<file path="config.mk">
export PLATFORM = sky130hd
export DESIGN_NAME = vidout_top
export DESIGN_NICKNAME = d
export VERILOG_FILES = /design/src/rtl/vidout_pkg.sv /design/src/rtl/vidout_apb_regs.sv /design/src/rtl/osd_overlay.sv /design/src/rtl/hdmi_tx_stage.sv /design/src/rtl/vga_dac_fmt.sv /design/src/rtl/vidout_top.sv
export SDC_FILE = /design/constraint.sdc
export NUM_CORES = 1
export LEC_CHECK = 0
export BUFFER_PORTS_ARGS = -buffer_cell sky130_fd_sc_hd__buf_2
export CORE_UTILIZATION = 40
export DETAILED_ROUTE_END_ITERATION = 7
export PLACE_DENSITY = 0.67
export SYNTH_ARGS = -nofsm -noshare
export SYNTH_HDL_FRONTEND = slang
export SYNTH_HIERARCHICAL = 1
export SYNTH_SLANG_ARGS = --single-unit
</file>
<file path="constraint.sdc">
create_clock -name pclk_out -period 1.7 [get_ports pclk_out]
set_input_delay 0.085 -clock pclk_out [delete_from_list [all_inputs] [get_ports pclk_out]]
set_output_delay 0.085 -clock pclk_out [all_outputs]
set_load 0.005 [all_outputs]
</file>
<file path="src/rtl/vidout_pkg.sv">
// Shared types and constants for the output video path.
// Import into a module body where the definitions are needed.
`default_nettype none

package vidout_pkg;

    typedef struct packed {
        logic [7:0] r;
        logic [7:0] g;
        logic [7:0] b;
    } rgb_t;

    typedef struct packed {
        logic hsync;
        logic vsync;
        logic de;
    } sync_t;

    // Expansion connector use
    typedef enum logic [1:0] {
        EXP_SEL_OFF       = 2'd0,
        EXP_SEL_EXTRA_OUT = 2'd1,
        EXP_SEL_LEGACY_IN = 2'd2,
        EXP_SEL_UVC_BDG   = 2'd3
    } exp_sel_t;

    // Order is significant, RGsB and above carry sync on green
    typedef enum logic [1:0] {
        EXTRA_OUT_RGBHV = 2'd0,
        EXTRA_OUT_RGBCS = 2'd1,
        EXTRA_OUT_RGSB  = 2'd2,
        EXTRA_OUT_YPBPR = 2'd3
    } extra_out_mode_t;

    typedef logic [1:0] osd_color_t;

    localparam rgb_t OSD_PALETTE [4] = '{
        '{r: 8'h00, g: 8'h00, b: 8'h00},
        '{r: 8'h00, g: 8'h00, b: 8'hff},
        '{r: 8'hff, g: 8'hff, b: 8'h00},
        '{r: 8'hff, g: 8'hff, b: 8'hff}
    };

    localparam int APB_ADDR_W = 8;
    localparam logic [APB_ADDR_W-1:0] CTRL_ADDR = 8'h00;

    // Control register layout
    localparam int CTRL_POWERON_BIT = 0;
    localparam int CTRL_EXP_SEL_LSB = 1;
    localparam int CTRL_EXP_SEL_W   = 2;
    localparam int CTRL_MODE_LSB    = 3;
    localparam int CTRL_MODE_W      = 2;

endpackage

`default_nettype wire

</file>
<file path="src/rtl/vidout_apb_regs.sv">
// APB3 slave with the output control register.
// Zero wait states; unmapped offsets complete with an error response.
`timescale 1ns/1ps
`default_nettype none

module vidout_apb_regs (
    input  wire                                pclk_out,
    input  wire                                po_reset_n,
    input  wire                                psel_i,
    input  wire                                penable_i,
    input  wire                                pwrite_i,
    input  wire [vidout_pkg::APB_ADDR_W-1:0]   paddr_i,
    input  wire [31:0]                         pwdata_i,
    output logic [31:0]                        prdata_o,
    output logic                               pready_o,
    output logic                               pslverr_o,
    output logic                               poweron_o,
    output vidout_pkg::exp_sel_t               exp_sel_o,
    output vidout_pkg::extra_out_mode_t        mode_o
);

    import vidout_pkg::*;

    logic access;
    logic ctrl_hit;
    logic ctrl_wr;
    logic [31:0] ctrl_word;

    assign access   = psel_i & penable_i;
    assign ctrl_hit = (paddr_i == CTRL_ADDR);
    assign ctrl_wr  = access & pwrite_i & ctrl_hit;

    // No wait states
    assign pready_o  = access;
    assign pslverr_o = access & ~ctrl_hit;

    always_ff @(posedge pclk_out or negedge po_reset_n) begin
        if (!po_reset_n) begin
            poweron_o <= 1'b0;
            exp_sel_o <= EXP_SEL_OFF;
            mode_o    <= EXTRA_OUT_RGBHV;
        end else if (ctrl_wr) begin
            poweron_o <= pwdata_i[CTRL_POWERON_BIT];
            exp_sel_o <= exp_sel_t'(pwdata_i[CTRL_EXP_SEL_LSB +: CTRL_EXP_SEL_W]);
            mode_o    <= extra_out_mode_t'(pwdata_i[CTRL_MODE_LSB +: CTRL_MODE_W]);
        end
    end

    // Reserved bits stay zero
    always_comb begin
        ctrl_word = '0;
        ctrl_word[CTRL_POWERON_BIT] = poweron_o;
        ctrl_word[CTRL_EXP_SEL_LSB +: CTRL_EXP_SEL_W] = exp_sel_o;
        ctrl_word[CTRL_MODE_LSB +: CTRL_MODE_W] = mode_o;
    end

    always_comb begin
        if (psel_i && !pwrite_i && ctrl_hit) begin
            prdata_o = ctrl_word;
        end else begin
            prdata_o = '0;
        end
    end

endmodule

`default_nettype wire

</file>
<file path="src/rtl/osd_overlay.sv">
// First output stage. Registers the scaled pixel and swaps in an
// OSD palette colour where the OSD marks it; syncs follow with the same delay.
`timescale 1ns/1ps
`default_nettype none

module osd_overlay (
    input  wire                         pclk_out,
    input  wire                         po_reset_n,
    input  vidout_pkg::rgb_t            rgb_i,
    input  vidout_pkg::sync_t           sync_i,
    input  wire                         osd_enable_i,
    input  vidout_pkg::osd_color_t      osd_color_i,
    output vidout_pkg::rgb_t            rgb_o,
    output vidout_pkg::sync_t           sync_o
);

    import vidout_pkg::*;

    rgb_t pix_sel;

    always_comb begin
        if (osd_enable_i) begin
            pix_sel = OSD_PALETTE[osd_color_i];
        end else begin
            pix_sel = rgb_i;
        end
    end

    // Pixel data
    always_ff @(posedge pclk_out) begin
        rgb_o <= pix_sel;
    end

    always_ff @(posedge pclk_out or negedge po_reset_n) begin
        if (!po_reset_n) begin
            sync_o <= '0;
        end else begin
            sync_o <= sync_i;
        end
    end

endmodule

`default_nettype wire

</file>
<file path="src/rtl/hdmi_tx_stage.sv">
// Launch register towards the HDMI transmitter.
// Kept as its own stage for output timing closure.
`timescale 1ns/1ps
`default_nettype none

module hdmi_tx_stage (
    input  wire                 pclk_out,
    input  wire                 po_reset_n,
    input  vidout_pkg::rgb_t    rgb_i,
    input  vidout_pkg::sync_t   sync_i,
    output vidout_pkg::rgb_t    hdmi_rgb_o,
    output vidout_pkg::sync_t   hdmi_sync_o
);

    always_ff @(posedge pclk_out) begin
        hdmi_rgb_o <= rgb_i;
    end

    // Transmitter sees syncs and DE low while in reset
    always_ff @(posedge pclk_out or negedge po_reset_n) begin
        if (!po_reset_n) begin
            hdmi_sync_o <= '0;
        end else begin
            hdmi_sync_o <= sync_i;
        end
    end

endmodule

`default_nettype wire

</file>
<file path="src/rtl/vga_dac_fmt.sv">
// Expansion connector analog output formatter for the VGA DAC.
// Two register stages; sync, blank and sync-on-green follow the output mode.
`timescale 1ns/1ps
`default_nettype none

module vga_dac_fmt (
    input  wire                             pclk_out,
    input  wire                             po_reset_n,
    input  vidout_pkg::rgb_t                rgb_i,
    input  vidout_pkg::sync_t               sync_i,
    input  vidout_pkg::exp_sel_t            exp_sel_i,
    input  vidout_pkg::extra_out_mode_t     mode_i,
    output vidout_pkg::rgb_t                vga_rgb_o,
    output logic                            vga_hs_o,
    output logic                            vga_vs_o,
    output logic                            vga_blank_n_o,
    output logic                            vga_sync_n_o
);

    import vidout_pkg::*;

    logic load;
    logic csync;
    rgb_t rgb_pre;
    logic hs_pre;
    logic vs_pre;
    logic blank_n_pre;
    logic sync_n_pre;

    // Registers freeze while the connector is used for something else
    assign load  = (exp_sel_i == EXP_SEL_EXTRA_OUT);
    assign csync = ~(sync_i.hsync ^ sync_i.vsync);

    always_ff @(posedge pclk_out or negedge po_reset_n) begin
        if (!po_reset_n) begin
            rgb_pre     <= '0;
            hs_pre      <= 1'b0;
            vs_pre      <= 1'b0;
            blank_n_pre <= 1'b0;
            sync_n_pre  <= 1'b0;
        end else if (load) begin
            rgb_pre     <= rgb_i;
            hs_pre      <= (mode_i == EXTRA_OUT_RGBHV) ? sync_i.hsync : csync;
            vs_pre      <= (mode_i == EXTRA_OUT_RGBHV) ? sync_i.vsync : 1'b1;
            // YPbPr keeps the DAC unblanked
            blank_n_pre <= (mode_i == EXTRA_OUT_YPBPR) ? 1'b1 : sync_i.de;
            sync_n_pre  <= (mode_i >= EXTRA_OUT_RGSB) ? csync : 1'b0;
        end
    end

    always_ff @(posedge pclk_out or negedge po_reset_n) begin
        if (!po_reset_n) begin
            vga_rgb_o     <= '0;
            vga_hs_o      <= 1'b0;
            vga_vs_o      <= 1'b0;
            vga_blank_n_o <= 1'b0;
            vga_sync_n_o  <= 1'b0;
        end else if (load) begin
            vga_rgb_o     <= rgb_pre;
            vga_hs_o      <= hs_pre;
            vga_vs_o      <= vs_pre;
            vga_blank_n_o <= blank_n_pre;
            vga_sync_n_o  <= sync_n_pre;
        end
    end

endmodule

`default_nettype wire

</file>
<file path="src/rtl/vidout_top.sv">
// Output video path top level on pclk_out.
// OSD overlay feeds the HDMI launch stage and the VGA DAC formatter.
`timescale 1ns/1ps
`default_nettype none

module vidout_top (
    input  wire                                 pclk_out,
    input  wire                                 po_reset_n,
    input  wire                                 psel_i,
    input  wire                                 penable_i,
    input  wire                                 pwrite_i,
    input  wire [vidout_pkg::APB_ADDR_W-1:0]    paddr_i,
    input  wire [31:0]                          pwdata_i,
    output logic [31:0]                         prdata_o,
    output logic                                pready_o,
    output logic                                pslverr_o,
    input  vidout_pkg::rgb_t                    rgb_i,
    input  vidout_pkg::sync_t                   sync_i,
    input  wire                                 osd_enable_i,
    input  vidout_pkg::osd_color_t              osd_color_i,
    output vidout_pkg::rgb_t                    hdmi_rgb_o,
    output vidout_pkg::sync_t                   hdmi_sync_o,
    output logic                                hdmi_5v_en_o,
    output vidout_pkg::rgb_t                    vga_rgb_o,
    output logic                                vga_hs_o,
    output logic                                vga_vs_o,
    output logic                                vga_blank_n_o,
    output logic                                vga_sync_n_o,
    output logic                                vga_oe_o,
    output logic                                vga_psave_n_o
);

    import vidout_pkg::*;

    logic            poweron;
    exp_sel_t        exp_sel;
    extra_out_mode_t mode;
    rgb_t            ovl_rgb;
    sync_t           ovl_sync;

    vidout_apb_regs u_regs (
        .pclk_out   (pclk_out),
        .po_reset_n (po_reset_n),
        .psel_i     (psel_i),
        .penable_i  (penable_i),
        .pwrite_i   (pwrite_i),
        .paddr_i    (paddr_i),
        .pwdata_i   (pwdata_i),
        .prdata_o   (prdata_o),
        .pready_o   (pready_o),
        .pslverr_o  (pslverr_o),
        .poweron_o  (poweron),
        .exp_sel_o  (exp_sel),
        .mode_o     (mode)
    );

    osd_overlay u_osd (
        .pclk_out     (pclk_out),
        .po_reset_n   (po_reset_n),
        .rgb_i        (rgb_i),
        .sync_i       (sync_i),
        .osd_enable_i (osd_enable_i),
        .osd_color_i  (osd_color_i),
        .rgb_o        (ovl_rgb),
        .sync_o       (ovl_sync)
    );

    hdmi_tx_stage u_hdmi (
        .pclk_out    (pclk_out),
        .po_reset_n  (po_reset_n),
        .rgb_i       (ovl_rgb),
        .sync_i      (ovl_sync),
        .hdmi_rgb_o  (hdmi_rgb_o),
        .hdmi_sync_o (hdmi_sync_o)
    );

    vga_dac_fmt u_vga (
        .pclk_out      (pclk_out),
        .po_reset_n    (po_reset_n),
        .rgb_i         (ovl_rgb),
        .sync_i        (ovl_sync),
        .exp_sel_i     (exp_sel),
        .mode_i        (mode),
        .vga_rgb_o     (vga_rgb_o),
        .vga_hs_o      (vga_hs_o),
        .vga_vs_o      (vga_vs_o),
        .vga_blank_n_o (vga_blank_n_o),
        .vga_sync_n_o  (vga_sync_n_o)
    );

    // Board power controls
    assign hdmi_5v_en_o  = poweron;
    assign vga_psave_n_o = poweron;

    // Expansion pins drive only in extra output mode
    assign vga_oe_o = (exp_sel == EXP_SEL_EXTRA_OUT);

endmodule

`default_nettype wire

</file>
Word level (Yosys, flattened, before mapping). Index checks and enable logic that the tools add are counted.

Bits in registers: 115. Input port bits: 75.

Order comparisons: 2. Equal/unequal tests: 2. Multiplexer cells: 9. Bitwise operators: 8. Reductions and logical operators: 5.

Operator list (count): $mux W24 (3); $bmux W24 S2 (1); $logic_not A8 Y1 (1); $mux W5 (1); $and A1 B1 Y1 (4); $mux W1 (4); $ge A3 B3 Y1 const B (1); $not A2 Y3 (1); $eq A2 B1 Y1 const B (1); $eq A2 B2 Y1 const B (1); $ge A2 B2 Y1 const B (1); $logic_and A1 B1 Y1 (2); $logic_not A2 Y1 (1); $not A1 Y1 (2); $logic_not A1 Y1 (1); $xor A1 B1 Y1 (1).

Depth between registers and ports, before layout.
Depth in word-level cells: 5. Gate-level depth with buffers: 5.

Cells and area by module. Netlist, hierarchy kept.

Modules (own cells, without submodules): vga_dac_fmt (instances 1, cells each 130, area each 2392.3 um^2, sequential area each 1401.3 um^2); osd_overlay (instances 1, cells each 55, area each 957.2 um^2, sequential area each 555.5 um^2); hdmi_tx_stage (instances 1, cells each 27, area each 555.5 um^2, sequential area each 555.5 um^2); vidout_apb_regs (instances 1, cells each 52, area each 503.0 um^2, sequential area each 125.1 um^2); vidout_top (instances 1, cells each 2, area each 21.3 um^2, sequential area each 0.0 um^2).

Worst setup path after synthesis. No wires, ideal clock.

Path kind: input to register. From: input paddr_i[3] (netlist name). To: register u_regs.exp_sel_o[0]. Setup time: 125 ps. Data arrival time: 1421 ps. Setup slack: 154 ps. Cell stages on the path: 4. Path buffers: 1. Cell sequence: or4_1 > or3_1 > buf_6 > mux2_4.

Cells in the longest elaborated chain, start to end: 2.

RTL lines: start, declared (RTL line vidout_top.sv:12) `input wire [vidout_pkg::APB_ADDR_W-1:0] paddr_i,`; $logic_not A8 Y1 (RTL line vidout_apb_regs.sv:30) `assign ctrl_hit = (paddr_i == CTRL_ADDR);`; $and A1 B1 Y1 (RTL line vidout_apb_regs.sv:31) `assign ctrl_wr = access & pwrite_i & ctrl_hit;`; end signal, assigned (RTL line vidout_apb_regs.sv:44) `exp_sel_o <= exp_sel_t'(pwdata_i[CTRL_EXP_SEL_LSB +: CTRL_EXP_SEL_W]);`; end, declared (RTL line vidout_apb_regs.sv:18) `output vidout_pkg::exp_sel_t exp_sel_o,`.

No other way between the ends. A chain may end at the register's enable or synchronous reset.

Worst setup path in the final report.
From: input paddr_i[3] (netlist name). To: output prdata_o[3].

Cells in the longest elaborated chain, start to end: 3.

RTL lines: $logic_not A8 Y1 (RTL line vidout_apb_regs.sv:30); $logic_and A1 B1 Y1 (RTL line vidout_apb_regs.sv:58) `if (psel_i && !pwrite_i && ctrl_hit) begin`; $mux W5 (RTL line vidout_apb_regs.sv:58); end, declared (RTL line vidout_top.sv:14) `output logic [31:0] prdata_o,`.

No other way between the ends.

==> impl_metrics.csv <==
group,metric,value,unit
power,p_per_area,1250,mW/mm2
min_path,hp-class,"primary input to async pin",
outcome,status,"completed",
finish,finalNonFillerCells,587,
global_route,grt_first_pass_wirelength,13300,um
sta,hold_violations,0,
sta,fin_crit,1.53,ns
worst_setup_path,cp_num_buf_inv,4,
job,drv_cap,0,
worst_setup_path,critPathKind,"primary input to primary output",
drt,routedWlPerCell,14.2,um
synthesis,synth.top_cell.area_share,37.9,%
sta,fmax,0.654,GHz
clocking,cts_tree,"done",
drt,drtPass1Iterations,4,
placed_design,post-place-cells,514,
power,p_leak,3.23,nW
sta,timing.final.max_slew_violations,0,
drt,met1_length,3720,um
worst_setup_path,critPathCaptureType,"primary output",
power,vdd_drop_max,711,uV
synthesis,yosys_warnings,6,
worst_setup_path,slowest_stage,"or4_1",
global_route,antenna_found_initial,0,
finish,seqCellArea,0.00264,mm2
die,core_area,0.0108,mm2
clocking,cts_buffers,17,
synthesis,netlist_area,0.00443,mm2
worst_setup_path,path_max_fanout,5,
synthesis,avgSynthCellArea,16.7,um2
worst_setup_path,cp-start-kind,"primary input",
global_route,grt_pass1_vias,2583,
sta,rsz0062_at_grt,"no",
die,start_util,41.0,%
clocking,post_cts_resized,0,
worst_setup_path,cpPeakStageDelay,0.53,ns
global_route,track_usage,16.1,%
worst_setup_path,crit_arrival,1.44,ns
clocking,cts_setup_buffers,0,
finish,layout-drive-gt1-share,52.8,%
drt,drtAntennaViolNets,0,
die,die_area,0.0115,mm2
synthesis,synth_top_area_cell,"dfrtp_1",
sta,fin_skew,0.0102,ns
placed_design,dpl_worst_slack,-0.00627,ns
finish,area_growth_syn_to_layout,36.1,%
finish,final_cell_mix,"buf_2, mux2_4, dfrtp_1",
drt,highest_layer,"met4",
drt,drc,0,
drt,wl,8360,um
drt,wl_met3,388,um
clocking,cts_root_buf,"clkbuf_8",
drt,wl_met2,4140,um
finish,final_core_util,55.9,%
global_route,gr-total-overflow,0,
placed_design,port_buffers,112,
die,num_rows,38,
synthesis,synth.area.top_cells,"dfrtp_1, mux2_4, dfxtp_1, buf_4, buf_12",
placed_design,routabilityCongestion,0.723,
finish,nFillCells,845,
clocking,ctsHoldBuffers,41,
finish,final_common_cell,"buf_2",
clocking,clkSlewWorstSetupHoldPaths,0.05,ns
synthesis,ys_types,26,
clocking,cts_max_level,4,
global_route,grt_max_degree,37,
drt,viasPerCell,4.28,
die,die_w,107,um
finish,multi_input_area,0.00149,mm2
worst_setup_path,critical-path-top-delay-family,"simple AND/OR/NAND/NOR gates",
die,die_h,107,um
synthesis,syn_inst,266,
synthesis,seq_area_frac_synth,59.5,%
finish,num_antenna_cells,0,
finish,final_nets,509,
clocking,clock_latency,0.51,ns
worst_setup_path,crit_required,1.62,ns
placed_design,dpl_cell_area,0.00498,mm2
sta,finalSetupViolCount,0,
finish,final_area,0.00603,mm2
sta,post-route-period-util,90.0,%
clocking,cts.path.max_buffers,2,
drt,vias,2512,
worst_setup_path,cp_cell_sequence,"buf_2, or4_1, buf_4, nor4_1, buf_4, and2_1, buf_2",
die,num_io_pins,167,
clocking,cts.sinks,115,
synthesis,synth-seq-cells,115,
placed_design,dpl.hpwl,5220,um
sta,fin_ws,0.170,ns
drt,initialDrtViolationCount,103,
## power by group
| group | internal (W) | leakage (nW) | switching (W) |
|---|---|---|---|
| Clock | 0.00263 | 0.315 | 0.00118 |
| Combinational | 0.000430 | 1.61 | 0.000215 |
| Sequential | 0.00297 | 1.31 | 0.000125 |
## final timing paths
path                       slack, ns                            start  cells after the start                         endpoint
setup / recovery                0.17                       paddr_i[3]                      7                      prdata_o[3]
hold / removal                  0.08                       po_reset_n                      2    u_vga/rgb_pre[15]$_DFFE_PN0N_
setup reg to reg                0.28  u_regs/exp_sel_o[1]$_DFFE_PN0P_                      3  u_vga/vga_rgb_o[21]$_DFFE_PN0N_
hold reg to reg                 0.35           u_osd/rgb_o[1]$_DFF_P_                      0     u_hdmi/hdmi_rgb_o[1]$_DFF_P_
max in group asynchronous       1.07                       po_reset_n                      3    u_vga/rgb_pre[19]$_DFFE_PN0N_
min in group pclk_out           0.10                     osd_enable_i                      2          u_osd/rgb_o[18]$_DFF_P_
## synthesized netlist by cell type
master	n
mux2_4	77
xor2_1	1
mux2_2	4
or4_1	1
nand2_1	5
and2_1	6
xnor2_1	1
conb_1	1
o21a_1	1
dfxtp_1	48
or4_4	1
o21bai_1	1
nor2b_4	1
nor4_1	1
buf_2	1
or3_1	1
buf_4	28
a21oi_1	1
buf_6	4
dfrtp_1	67
nand2b_4	1
inv_1	1
buf_12	7
nor3_1	1
nand3_1	1
o21ai_0	4
## through the flow
step                      TNS [ns]  total power, W  hold WS, ns
after floorplan                  0         0.00352       -0.211
after global placement           0         0.00368       0.0713
after detailed placement   -0.0270         0.00371       0.0796
after CTS                        0         0.00764       0.0679
after global routing             0         0.00786       0.0842
final                            0         0.00755       0.0754
## cell families after synthesis
kind of cell | Yosys count | share of synthesized area (%)
buffers and inverters | 41 | 9.12
muxes | 81 | 27.1
AOI/OAI and AO/OA | 7 | 0.904
xor gates and xnor gates | 2 | 0.396
other | 1 | 0.0847
DFF | 115 | 59.5
and+or+nand+nor | 19 | 2.82
## final cells by class
class,instances,share of cell area (%)
flip-flops and latches,115,43.8
multi-input cells,136,24.6
repair buffers,163,18.0
clock buffers,22,7.68
clock inverters,10,2.95
well taps,140,2.91
inverters,1,0.0623
## metal layers
layer | vias up | track usage (%)
met5 | - | 0
met2 | 102 | 25.3
met4 | 0 | 8.32
li1 | 1181 | -
met3 | 10 | 5.71
met1 | 1219 | 19.4
## registers in the layout (all words and copies together), names as in the netlist
| signal | flops |
|---|---|
| u_vga/vga_rgb_o | 24 |
| u_vga/vga_hs_o | 1 |
| u_vga/vga_sync_n_o | 1 |
| u_vga/vga_blank_n_o | 1 |
| u_regs/mode_o | 2 |
| u_vga/vs_pre | 1 |
| u_osd/sync_o | 3 |
| u_osd/rgb_o | 24 |
| u_regs/exp_sel_o | 2 |
| u_vga/sync_n_pre | 1 |
| u_regs/poweron_o | 1 |
| u_hdmi/hdmi_sync_o | 3 |
| u_vga/blank_n_pre | 1 |
| u_hdmi/hdmi_rgb_o | 24 |
| u_vga/hs_pre | 1 |
| u_vga/vga_vs_o | 1 |
| u_vga/rgb_pre | 24 |
(Power assumes the default switching activity.)
